### src/cnn_pkg.sv
`default_nettype none

package cnn_pkg;

  localparam int DATA_W      = 32;
  localparam int BYTE_W      = 8;
  localparam int WORD_BYTES  = DATA_W / BYTE_W;
  localparam int NUM_FILT    = 8;
  localparam int K_DIM       = 5;
  localparam int K_TAPS      = 25;
  localparam int FM_ROWS     = 6;
  localparam int FM_COLS     = 8;
  localparam int FM_BYTES    = FM_ROWS * FM_COLS;
  localparam int FM_WORDS    = 12;
  localparam int W_BYTES     = NUM_FILT * K_TAPS;
  localparam int W_WORDS     = 50;
  localparam int OUT_WORDS   = 4;
  localparam int OUT_CREDITS = 2;
  localparam int QUANT_SHIFT = 7;
  localparam int ACC_W       = 32;

  localparam int NUM_WIN  = 8;  // 2x4 output block
  localparam int POOL_WIN = 4;  // results per pooled byte
  localparam int POOL_LAT = 3;  // window load to pool step

  // address and counter widths
  localparam int FM_AW  = $clog2(FM_WORDS);
  localparam int W_AW   = $clog2(W_WORDS);
  localparam int OUT_AW = $clog2(OUT_WORDS);
  localparam int CRED_W = $clog2(OUT_CREDITS + 1);

  // controller states
  localparam logic [2:0] ST_IDLE  = 3'd0;
  localparam logic [2:0] ST_LOAD  = 3'd1;
  localparam logic [2:0] ST_WIN   = 3'd2;
  localparam logic [2:0] ST_FLUSH = 3'd3;
  localparam logic [2:0] ST_DRAIN = 3'd4;

  // memory word, whole or as bytes (byte 0 is the msb)
  typedef union packed {
    logic [DATA_W-1:0]                   word;
    logic [0:WORD_BYTES-1][BYTE_W-1:0]   bytes;
  } mem_word_u;

endpackage

`default_nettype wire

### src/pool_writer.sv
`default_nettype none

module pool_writer (
  input  wire logic                                           clk,
  input  wire logic                                           rst,
  input  wire logic [cnn_pkg::NUM_FILT-1:0][cnn_pkg::BYTE_W-1:0] i_pe_results,
  input  wire logic                                           i_capture,
  input  wire logic                                           i_pool_step,
  input  wire logic                                           i_drain,
  input  wire logic                                           i_out_credit,
  output logic                                                o_out_valid,
  output logic [cnn_pkg::OUT_AW-1:0]                          o_out_addr,
  output cnn_pkg::mem_word_u                                  o_out_data,
  output logic                                                o_out_done
);

  logic [cnn_pkg::BYTE_W-1:0] win_q [cnn_pkg::NUM_FILT][cnn_pkg::POOL_WIN];
  logic [cnn_pkg::BYTE_W-1:0] pooled [cnn_pkg::NUM_FILT];
  logic [cnn_pkg::BYTE_W-1:0] stage_q [cnn_pkg::OUT_WORDS * cnn_pkg::WORD_BYTES];
  logic [cnn_pkg::CRED_W-1:0] credits_q;
  logic [cnn_pkg::OUT_AW:0]   sent_q;

  // last four results of each filter, oldest at 0
  always_ff @(posedge clk) begin
    if (i_capture) begin
      for (int f = 0; f < cnn_pkg::NUM_FILT; f++) begin
        win_q[f][cnn_pkg::POOL_WIN-1] <= i_pe_results[f];
        for (int k = 1; k < cnn_pkg::POOL_WIN; k++) begin
          win_q[f][k-1] <= win_q[f][k];
        end
      end
    end
  end

  always_comb begin
    for (int f = 0; f < cnn_pkg::NUM_FILT; f++) begin
      pooled[f] = win_q[f][0];
      for (int k = 1; k < cnn_pkg::POOL_WIN; k++) begin
        if (win_q[f][k] > pooled[f]) pooled[f] = win_q[f][k];
      end
    end
  end

  // new group enters the upper half, older group moves down
  always_ff @(posedge clk) begin
    if (i_pool_step) begin
      for (int f = 0; f < cnn_pkg::NUM_FILT; f++) begin
        stage_q[f]                    <= stage_q[f + cnn_pkg::NUM_FILT];
        stage_q[f + cnn_pkg::NUM_FILT] <= pooled[f];
      end
    end
  end

  assign o_out_valid = i_drain && (sent_q < cnn_pkg::OUT_WORDS) && (credits_q != '0);
  assign o_out_addr  = sent_q[cnn_pkg::OUT_AW-1:0];
  assign o_out_done  = (sent_q == cnn_pkg::OUT_WORDS);

  always_comb begin
    for (int b = 0; b < cnn_pkg::WORD_BYTES; b++) begin
      o_out_data.bytes[b] = stage_q[int'(o_out_addr) * cnn_pkg::WORD_BYTES + b];
    end
  end

  always_ff @(posedge clk or posedge rst) begin
    if (rst) begin
      credits_q <= cnn_pkg::OUT_CREDITS[cnn_pkg::CRED_W-1:0];
      sent_q    <= '0;
    end else begin
      case ({o_out_valid, i_out_credit})
        2'b10:   credits_q <= credits_q - 1'b1;
        2'b01:   credits_q <= credits_q + 1'b1;
        default: credits_q <= credits_q;  // none or send plus return
      endcase
      if (!i_drain) sent_q <= '0;  // rearm for the next tile
      else if (o_out_valid) sent_q <= sent_q + 1'b1;
    end
  end

  // out of credit with none coming back, so nothing goes out next cycle
  a_no_send_dry: assert property (@(posedge clk) disable iff (rst)
    (credits_q == '0) && !i_out_credit |=> !o_out_valid);

  // receiver must not hand back more than it was given
  a_credit_cap: assert property (@(posedge clk) disable iff (rst)
    credits_q <= cnn_pkg::OUT_CREDITS);

endmodule

`default_nettype wire

### config.mk
export PLATFORM = sky130hd
export DESIGN_NAME = pool_writer
export DESIGN_NICKNAME = d
export VERILOG_FILES = /design/src/cnn_pkg.sv /design/src/pool_writer.sv
export SDC_FILE = /design/constraint.sdc
export NUM_CORES = 1
export LEC_CHECK = 0
export BUFFER_PORTS_ARGS = -buffer_cell sky130_fd_sc_hd__buf_2
export CAP_MARGIN = 30
export CORE_MARGIN = 2
export CORE_UTILIZATION = 31
export DETAILED_ROUTE_END_ITERATION = 8
export HOLD_SLACK_MARGIN = 0.02
export PLACE_DENSITY = 0.48
export SYNTH_ARGS = -nofsm -noshare
export SYNTH_HDL_FRONTEND = slang
export SYNTH_SLANG_ARGS = --single-unit
### constraint.sdc
create_clock -name clk -period 5.2 [get_ports clk]
set_clock_uncertainty 0.15 [all_clocks]
set_input_delay 1.04 -clock clk [delete_from_list [all_inputs] [get_ports clk]]
set_output_delay 1.04 -clock clk [all_outputs]
set_load 0.02 [all_outputs]
==> flow_metrics.env, run 1 <==
export IMPL_cts_buffers=48
export IMPL_grtUsageTotal_pct=12.9
export IMPL_ant_nets=0
export IMPL_synth_nets=1685
export IMPL_clk_path_buf_depth=3
export IMPL_dp_hpwl_mm=30.1
export IMPL_async_reset_ff_share_pct=1.29
export IMPL_worstPathRequired_ps=5360
export IMPL_gp_congestion=0.775
export IMPL_nets=1893
export IMPL_drive_gt1_share_pct=26.3
export IMPL_vdd_ir_drop_max_v=0.000220
export IMPL_fmax_mhz=198
export IMPL_cts_sinks=389
export IMPL_synth_top_area_share_pct=57.7
export IMPL_start_kind="flip-flop"
export IMPL_worst_pin_slew_ps=810
export IMPL_grt_pass1_vias=12134
export IMPL_rows=93
export IMPL_outcome="finished, final reports clean"
export IMPL_netlist_top_cells_area="edfxtp_1, ha_1, mux4_2"
export IMPL_die_area_um2=66500
export IMPL_slowest_delay_ps=440
export IMPL_r2r_start="win_q[0][87]"
export IMPL_drtIter0Drc=690
export IMPL_reg2regPathDepth=22
export IMPL_drt_wl_total_mm=43.4
export IMPL_arrival_ps=5210
export IMPL_rsz0062_at_grt="yes"
export IMPL_crit_top_cell="o21a_1"
export IMPL_clock_root_buffer="clkbuf_16"
export IMPL_n_fill_cell=6048
export IMPL_grt_first_pass_wirelength_mm=67.9
export IMPL_power_density_nw_per_um2=436
export IMPL_slew_headroom_pct=46.0
export IMPL_layout_commonest_cell="edfxtp_1"
export IMPL_drv_slew=0
export IMPL_hold_violations=0
export IMPL_die_h_um=258
export IMPL_power_leakage_nw=9.98
export IMPL_crit_chain="ha_4 -> and3_4 -> a211oi_1 -> a41o_2 -> a21oi_4 -> mux2i_2 -> ha_1 -> and3_4 -> a221o_1 -> a221oi_2 -> a31o_4 -> nor2_2 -> a21o_1 -> ha_1 -> nor2b_1 -> o21a_1 -> o21a_1 -> o21a_1 -> o21bai_1 -> a22oi_2 -> buf_6 -> mux2i_2"
export IMPL_synth_avg_cell_area_um2=14.1
export IMPL_setup_viol_count_final=0
export IMPL_synth_edf_count=384
export IMPL_pin_count=106
export IMPL_rrSetupSlack_ps=150
export IMPL_port_buffers=105
export IMPL_clock_latency_ps=570
export IMPL_grt_max_degree=93
export IMPL_final_cells=2520
export IMPL_critPathKind="reg -> reg"
export IMPL_antenna_found_initial=0
export IMPL_cts_tree="done"
export IMPL_cp_slowest_cell="edfxtp_1"
export IMPL_synthCells=1421
export IMPL_synth_largest_area_cell="edfxtp_1"
export IMPL_yosysWarnings=0
export IMPL_n_antenna_cell=0
export IMPL_num_vias=11889
export IMPL_dp_cells=2397
export IMPL_hp_class="in -> async"
export IMPL_grt_ovfl_total=0
export IMPL_area_growth_pct=21.0
export IMPL_post_route_period_util_pct=97.1
export IMPL_core_area_um2=64100
export IMPL_avgViaCountPerCell=4.72
export IMPL_cap_violations=0
export IMPL_crit_fanout=7
export IMPL_yosysUniqueCellTypes=61
export IMPL_die_w_um=258
export IMPL_ys_flop_type="edfxtp_1"
export IMPL_wl_per_cell_um=17.2
export IMPL_start_util_pct=31.2
export IMPL_final_core_util_pct=37.7
export IMPL_reg2reg_to="stage_q[10][7]"
export IMPL_h_tree_depth=2
export IMPL_ys_seq_area_share_pct=58.3
export IMPL_path_clk_slew_ps=60
export IMPL_firstDrtPassIters=4
export IMPL_synth_seq_cells=389
export IMPL_drcViolationCount=0
export IMPL_syn_area_um2=20000
export IMPL_end_kind="flip-flop"
export IMPL_finalCriticalPeriod_ps=5050
export IMPL_mostFrequentLayoutCells="edfxtp_1, ha_1, inv_1"
[critical path: cells and delay by family, from the launching register on]
family,cells,cell delay (ps)
adder cells (fa/ha/maj),3,890
flip-flops,1,440
AO/OA/AOI/OAI,12,2170
AND/OR/NAND/NOR,4,540
buffers and inverters,1,160
multiplexers,2,450
[per-stage QoR]
step	area [µm²]	hold WS [ps]	total power, mW	setup TNS (ps)	setup slack [ps]
2_1_floorplan	20000	271	6.13	0	77.7
3_3_place_gp	21800	276	7.08	0	55.9
3_5_place_dp	21800	281	7.13	0	31.7
4_1_cts	23300	196	10.5	0	15.2
5_1_grt	24200	215	11.2	-1010	-129
6_report	24200	231	10.5	0	151
[layer usage]
layer  GRT usage [%]  routed length, µm  vias up
li1                -                  -     5813
met1            17.9              20800     5867
met2            20.6              20200      142
met3            2.44               1450       67
met4            3.76                991        0
met5               0                  0        -
[where the power goes]
| group | switching [mW] | internal (mW) |
|---|---|---|
| registers | 0.293 | 3.97 |
| clock network | 1.33 | 1.91 |
| logic | 1.59 | 1.44 |
[worst max path at each step]
| stage | depth (start not counted) | slack [ps] | end | from |
|---|---|---|---|---|
| 6_report | 22 | 150 | stage_q[10][7] | win_q[0][87] |
| 5_1_grt | 22 | -130 | stage_q[10][7] | win_q[0][86] |
| 4_1_cts | 24 | 20 | stage_q[14][6] | win_q[1][85] |
| 3_5_place_dp | 20 | 30 | stage_q[8][0] | win_q[0][23] |
| 3_3_place_gp | 21 | 60 | stage_q[15][4] | win_q[1][119] |
| 2_1_floorplan | 23 | 80 | stage_q[14][3] | win_q[1][85] |
[layout make-up]
type                            instances  area [µm²]  share of cell area, %
Tap cell                              855        1070                   4.43
Clock buffer                           58        1260                   5.21
Timing Repair Buffer                  183        1250                   5.17
Clock inverter                         28         236                  0.978
Inverter                              153         574                   2.38
Sequential cell                       389       11700                   48.2
Multi-Input combinational cell        854        8130                   33.6
[what timing repair did]
action | in CTS | in global routing
pin swaps | 0 | 27
endpoints found under the setup margin | 2 | 63
hold buffers | 0 | 0
gates cloned | 0 | 1
setup buffers | 0 | 36
gates resized for setup | 1 | 103
[registers in the layout, indices dropped and copies added, names as in the netlist]
name,flops
sent_q,3
stage_q,128
win_q,256
credits_q,2
[kinds of logic after synthesis]
family	count (synthesis)	share of synthesized area, %
adder cells (fa/ha/maj)	194	12.1
flip-flops	389	58.3
multiplexers	145	9.77
XOR/XNOR	4	0.175
AO/OA/AOI/OAI	249	9.22
buffers and inverters	178	3.46
AND/OR/NAND/NOR	262	6.89
[cell usage after synthesis, types with 3 or more instances]
library cell  instances
mux2_4               13
a41o_2                6
a211oi_2              6
mux2_2               29
mux2i_1              71
buf_4                 3
a21oi_2               3
and3_1               22
a21oi_1              54
nor2_1               46
mux4_2               32
o21bai_1              9
nand2_1              71
a31oi_1               7
buf_2                 3
nand2b_1             22
edfxtp_1            384
nor4_2                7
o21ai_1               6
a22o_1               21
ha_1                194
and2_1               10
a21o_1               42
or2_1                13
nor3_1                7
o21ai_0              35
clkbuf_1             17
a211oi_1              6
and4_1                4
o31ai_1              11
o21a_1               16
nor2b_1              24
nand4_1              12
o31ai_2               4
dfrtp_1               4
a21oi_4               7
nand3_1              19
inv_1               153
(Power assumes the default switching activity.)
==> inputs of run 2 (changes only) <==
--- a/config.mk
+++ b/config.mk
@@ -5,6 +5,7 @@
 export SDC_FILE = /design/constraint.sdc
 export NUM_CORES = 1
 export LEC_CHECK = 0
+export ABC_AREA = 1
 export BUFFER_PORTS_ARGS = -buffer_cell sky130_fd_sc_hd__buf_2
 export CAP_MARGIN = 30
 export CORE_MARGIN = 2
==> run 2 against run 1 <==
  * Non-clock buffer count down 55
  * Die area decreased by 4.1%
  * Worst setup slack improved by 250 ps
  * Sequential share of layout area rose by 4.0 points
  * Wire length fell by 3.5%
  * Cell count increased by 5.4%
  * Largest power group unchanged
==> flow_metrics.env, run 2 <==
export IMPL_synthMuxAreaShare_pct=0
export IMPL_synth_compound_area_share_pct=11.3
export IMPL_share_comb_of_total_power_pct=25.9
export IMPL_sw_frac_of_total_pct=32.4
export IMPL_setup_ws_ps=400
export IMPL_rrSetupSlack_ps=400
export IMPL_reg2reg_to="stage_q[8][1]"
export IMPL_largest_reg_flops=256
export IMPL_fin_area_um2=22300
export IMPL_hold_buffers=0
export IMPL_core_area_um2=61400
export IMPL_start_util_pct=31.2
export IMPL_finalCriticalPeriod_ps=4800
export IMPL_finalSetupTns_ps=0
export IMPL_synthSimpleGateAreaFrac_pct=10.9
export IMPL_layout_commonest_cell="edfxtp_1"
export IMPL_grt_ovfl_total=0
export IMPL_antenna_found_initial=3
export IMPL_rows=91
export IMPL_firstDrtPassIters=5
export IMPL_synth_top_family_by_area="adder cells"
export IMPL_grtUsageTotal_pct=13.2
export IMPL_ys_seq_area_share_pct=60.9
export IMPL_grt_pass1_vias=12439
export IMPL_crit_fanout=16
export IMPL_power_density_nw_per_um2=460
export IMPL_outcome="finished, final reports clean"
export IMPL_multi_input_area_um2=6750
export IMPL_largest_register="win_q"
export IMPL_die_h_um=253
export IMPL_die_area_um2=63800
export IMPL_hp_class="in -> async"
export IMPL_clk_path_buf_depth=3
export IMPL_n_fill_cell=5981
export IMPL_avgViaCountPerCell=4.73
export IMPL_drive_gt1_share_pct=12.3
export IMPL_ant_nets=0
export IMPL_drtIter0Drc=636
export IMPL_drv_slew=0
export IMPL_mostFrequentLayoutCells="edfxtp_1, nand2_1, ha_1"
export IMPL_routed_wl_met2_mm=19.0
export IMPL_die_w_um=253
export IMPL_n_antenna_cell=0
export IMPL_dp_cells=2565
export IMPL_async_reset_ff_share_pct=1.29
export IMPL_start_kind="flip-flop"
export IMPL_yosysUniqueCellTypes=36
export IMPL_netlist_top_cells_area="edfxtp_1, ha_1, nand2_1"
export IMPL_port_buffers=105
export IMPL_gp_congestion=0.799
export IMPL_grt_first_pass_wirelength_mm=66.6
export IMPL_netlist_top_cells_count="edfxtp_1, nand2_1, ha_1"
export IMPL_cts_sinks=389
export IMPL_pin_count=106
export IMPL_cts_tree="done"
export IMPL_grt_max_degree=95
export IMPL_sequentialPowerShare_pct=41.2
export IMPL_dpl_instance_area_um2=20600
export IMPL_synth_top_area_share_pct=60.2
export IMPL_synth_largest_area_cell="edfxtp_1"
export IMPL_p_sw_mw=3.33
export IMPL_synth_xor_area_share_pct=0.0915
export IMPL_route_met3_wl_mm=1.96
export IMPL_power_total_mw=10.3
export IMPL_slew_headroom_pct=41.6
export IMPL_clock_latency_ps=570
export IMPL_syn_area_um2=19200
export IMPL_final_cells=2655
export IMPL_yosysWarnings=0
export IMPL_worstPathRequired_ps=5310
export IMPL_worst_pin_slew_ps=876
export IMPL_synth_seq_cells=389
export IMPL_synth_nets=1957
export IMPL_hold_violations=0
export IMPL_num_vias=12550
export IMPL_area_growth_pct=16.5
export IMPL_synth_most_common_cell="edfxtp_1"
export IMPL_fmax_mhz=208
export IMPL_end_kind="flip-flop"
export IMPL_synth_adder_area_share_pct=12.7
export IMPL_dp_hpwl_mm=29.6
export IMPL_post_route_period_util_pct=92.3
export IMPL_clock_root_buffer="clkbuf_16"
export IMPL_critPathKind="reg -> reg"
export IMPL_r2r_start="win_q[0][19]"
export IMPL_clock_power_share_pct=32.9
export IMPL_nets=2093
export IMPL_drcViolationCount=0
export IMPL_synthCells=1693
export IMPL_wl_per_cell_um=15.8
export IMPL_synth_avg_cell_area_um2=11.3
export IMPL_drt_wl_total_mm=41.9
export IMPL_cap_violations=0
export IMPL_arrival_ps=4910
export IMPL_synth_edf_count=384
export IMPL_power_leakage_nw=9.14
export IMPL_cts_buffers=47
export IMPL_highest_layer="met5"
export IMPL_vdd_ir_drop_max_v=0.000356
export IMPL_top_regs="win_q (256), stage_q (128), sent_q (3)"
export IMPL_internal_power_mw=6.94
export IMPL_setup_viol_count_final=0
export IMPL_h_tree_depth=2
export IMPL_seq_area_um2=11700
export IMPL_wl_met1_mm=19.8
export IMPL_rsz0062_at_grt="no"
export IMPL_ys_flop_type="edfxtp_1"
export IMPL_path_clk_slew_ps=60
export IMPL_post_place_ws_ps=114
export IMPL_reg2regPathDepth=23
-- run 2: cell count changes in the layout (fill, tap and decap cells not counted), sizes merged, moves of 32 or more --
cell   change
nand3     +39
o21ai    +205
mux4      -32
mux2      -42
mux2i     -71
a21o      -41
nand2    +269
nor2      +42
buf       -55
-- run 2: final cells by class --
cell class | count | share of cell area [%]
timing repair buffer | 128 | 3.25
inverter | 157 | 2.68
sequential | 389 | 52.3
clock inverter | 27 | 1.48
tap | 790 | 4.43
timing repair inverter | 1 | 0.0337
clock buffer | 58 | 5.59
multi-input combinational | 1105 | 30.3
-- run 2: routing by layer --
layer | vias up | global-route usage, %
met2 | 201 | 21.1
met5 | - | 0
met4 | 6 | 4.43
li1 | 6367 | -
met1 | 5902 | 17.9
met3 | 74 | 2.71
-- run 2: repair_timing --
action                                  4_1_cts  5_1_grt
buffers inserted                              0        4
resized for setup                             0       25
endpoints found under the setup margin        0       42
-- run 2: kinds of logic (layout without fill, tap and decap cells) --
family                   count (synthesis)  after routing
adder cells (fa/ha/maj)                194            194
AO/OA/AOI/OAI                          400            400
XOR/XNOR                                 2              2
flip-flops                             389            389
buffers and inverters                  199            371
AND/OR/NAND/NOR                        509            509
-- run 2: critical path: stages, from the launching register on --
cell and delay [ps]:
edfxtp_1 420, ha_1 320, nand2_1 110, o21ai_0 190
nand2_1 80, o211ai_1 140, o21ai_4 180, o21ai_0 310
ha_1 310, a21oi_1 160, o21ai_0 110, nand2_1 70
o211ai_1 80, o21ai_1 80, buf_4 200, o21ai_0 130
ha_1 320, nand2_1 70, o21ai_0 180, nand2_1 90
o211ai_1 100, nand2_1 110, inv_1 300, o21ai_0 250
-- run 2: stage by stage --
stage	util (%)	hold WS [ps]
final	36.3	205
after floorplan	-	271
after global routing	36.3	191
after CTS	36.2	172
after global placement	33.6	277
after detailed placement	33.6	282
-- run 2: power groups by stage --
stage / Combinational, mW / Clock (mW) / Sequential, mW
floorplan: 1.76 / 0 / 4.20
global placement: 2.61 / 0 / 4.29
detailed placement: 2.65 / 0 / 4.30
CTS: 2.67 / 3.51 / 4.24
global route: 3.04 / 3.63 / 4.28
finish: 2.66 / 3.38 / 4.23
-- run 2: worst max-delay path by stage --
stage | start | depth (start not counted) | end | slack [ps]
after global placement | win_q[0][115] | 26 | stage_q[11][7] | 270
after detailed placement | win_q[0][115] | 26 | stage_q[11][7] | 110
after floorplan | win_q[0][115] | 27 | stage_q[11][1] | 890
final | win_q[0][19] | 23 | stage_q[8][1] | 400
after CTS | win_q[0][115] | 26 | stage_q[11][7] | 100
after global routing | win_q[1][19] | 25 | stage_q[12][1] | 9
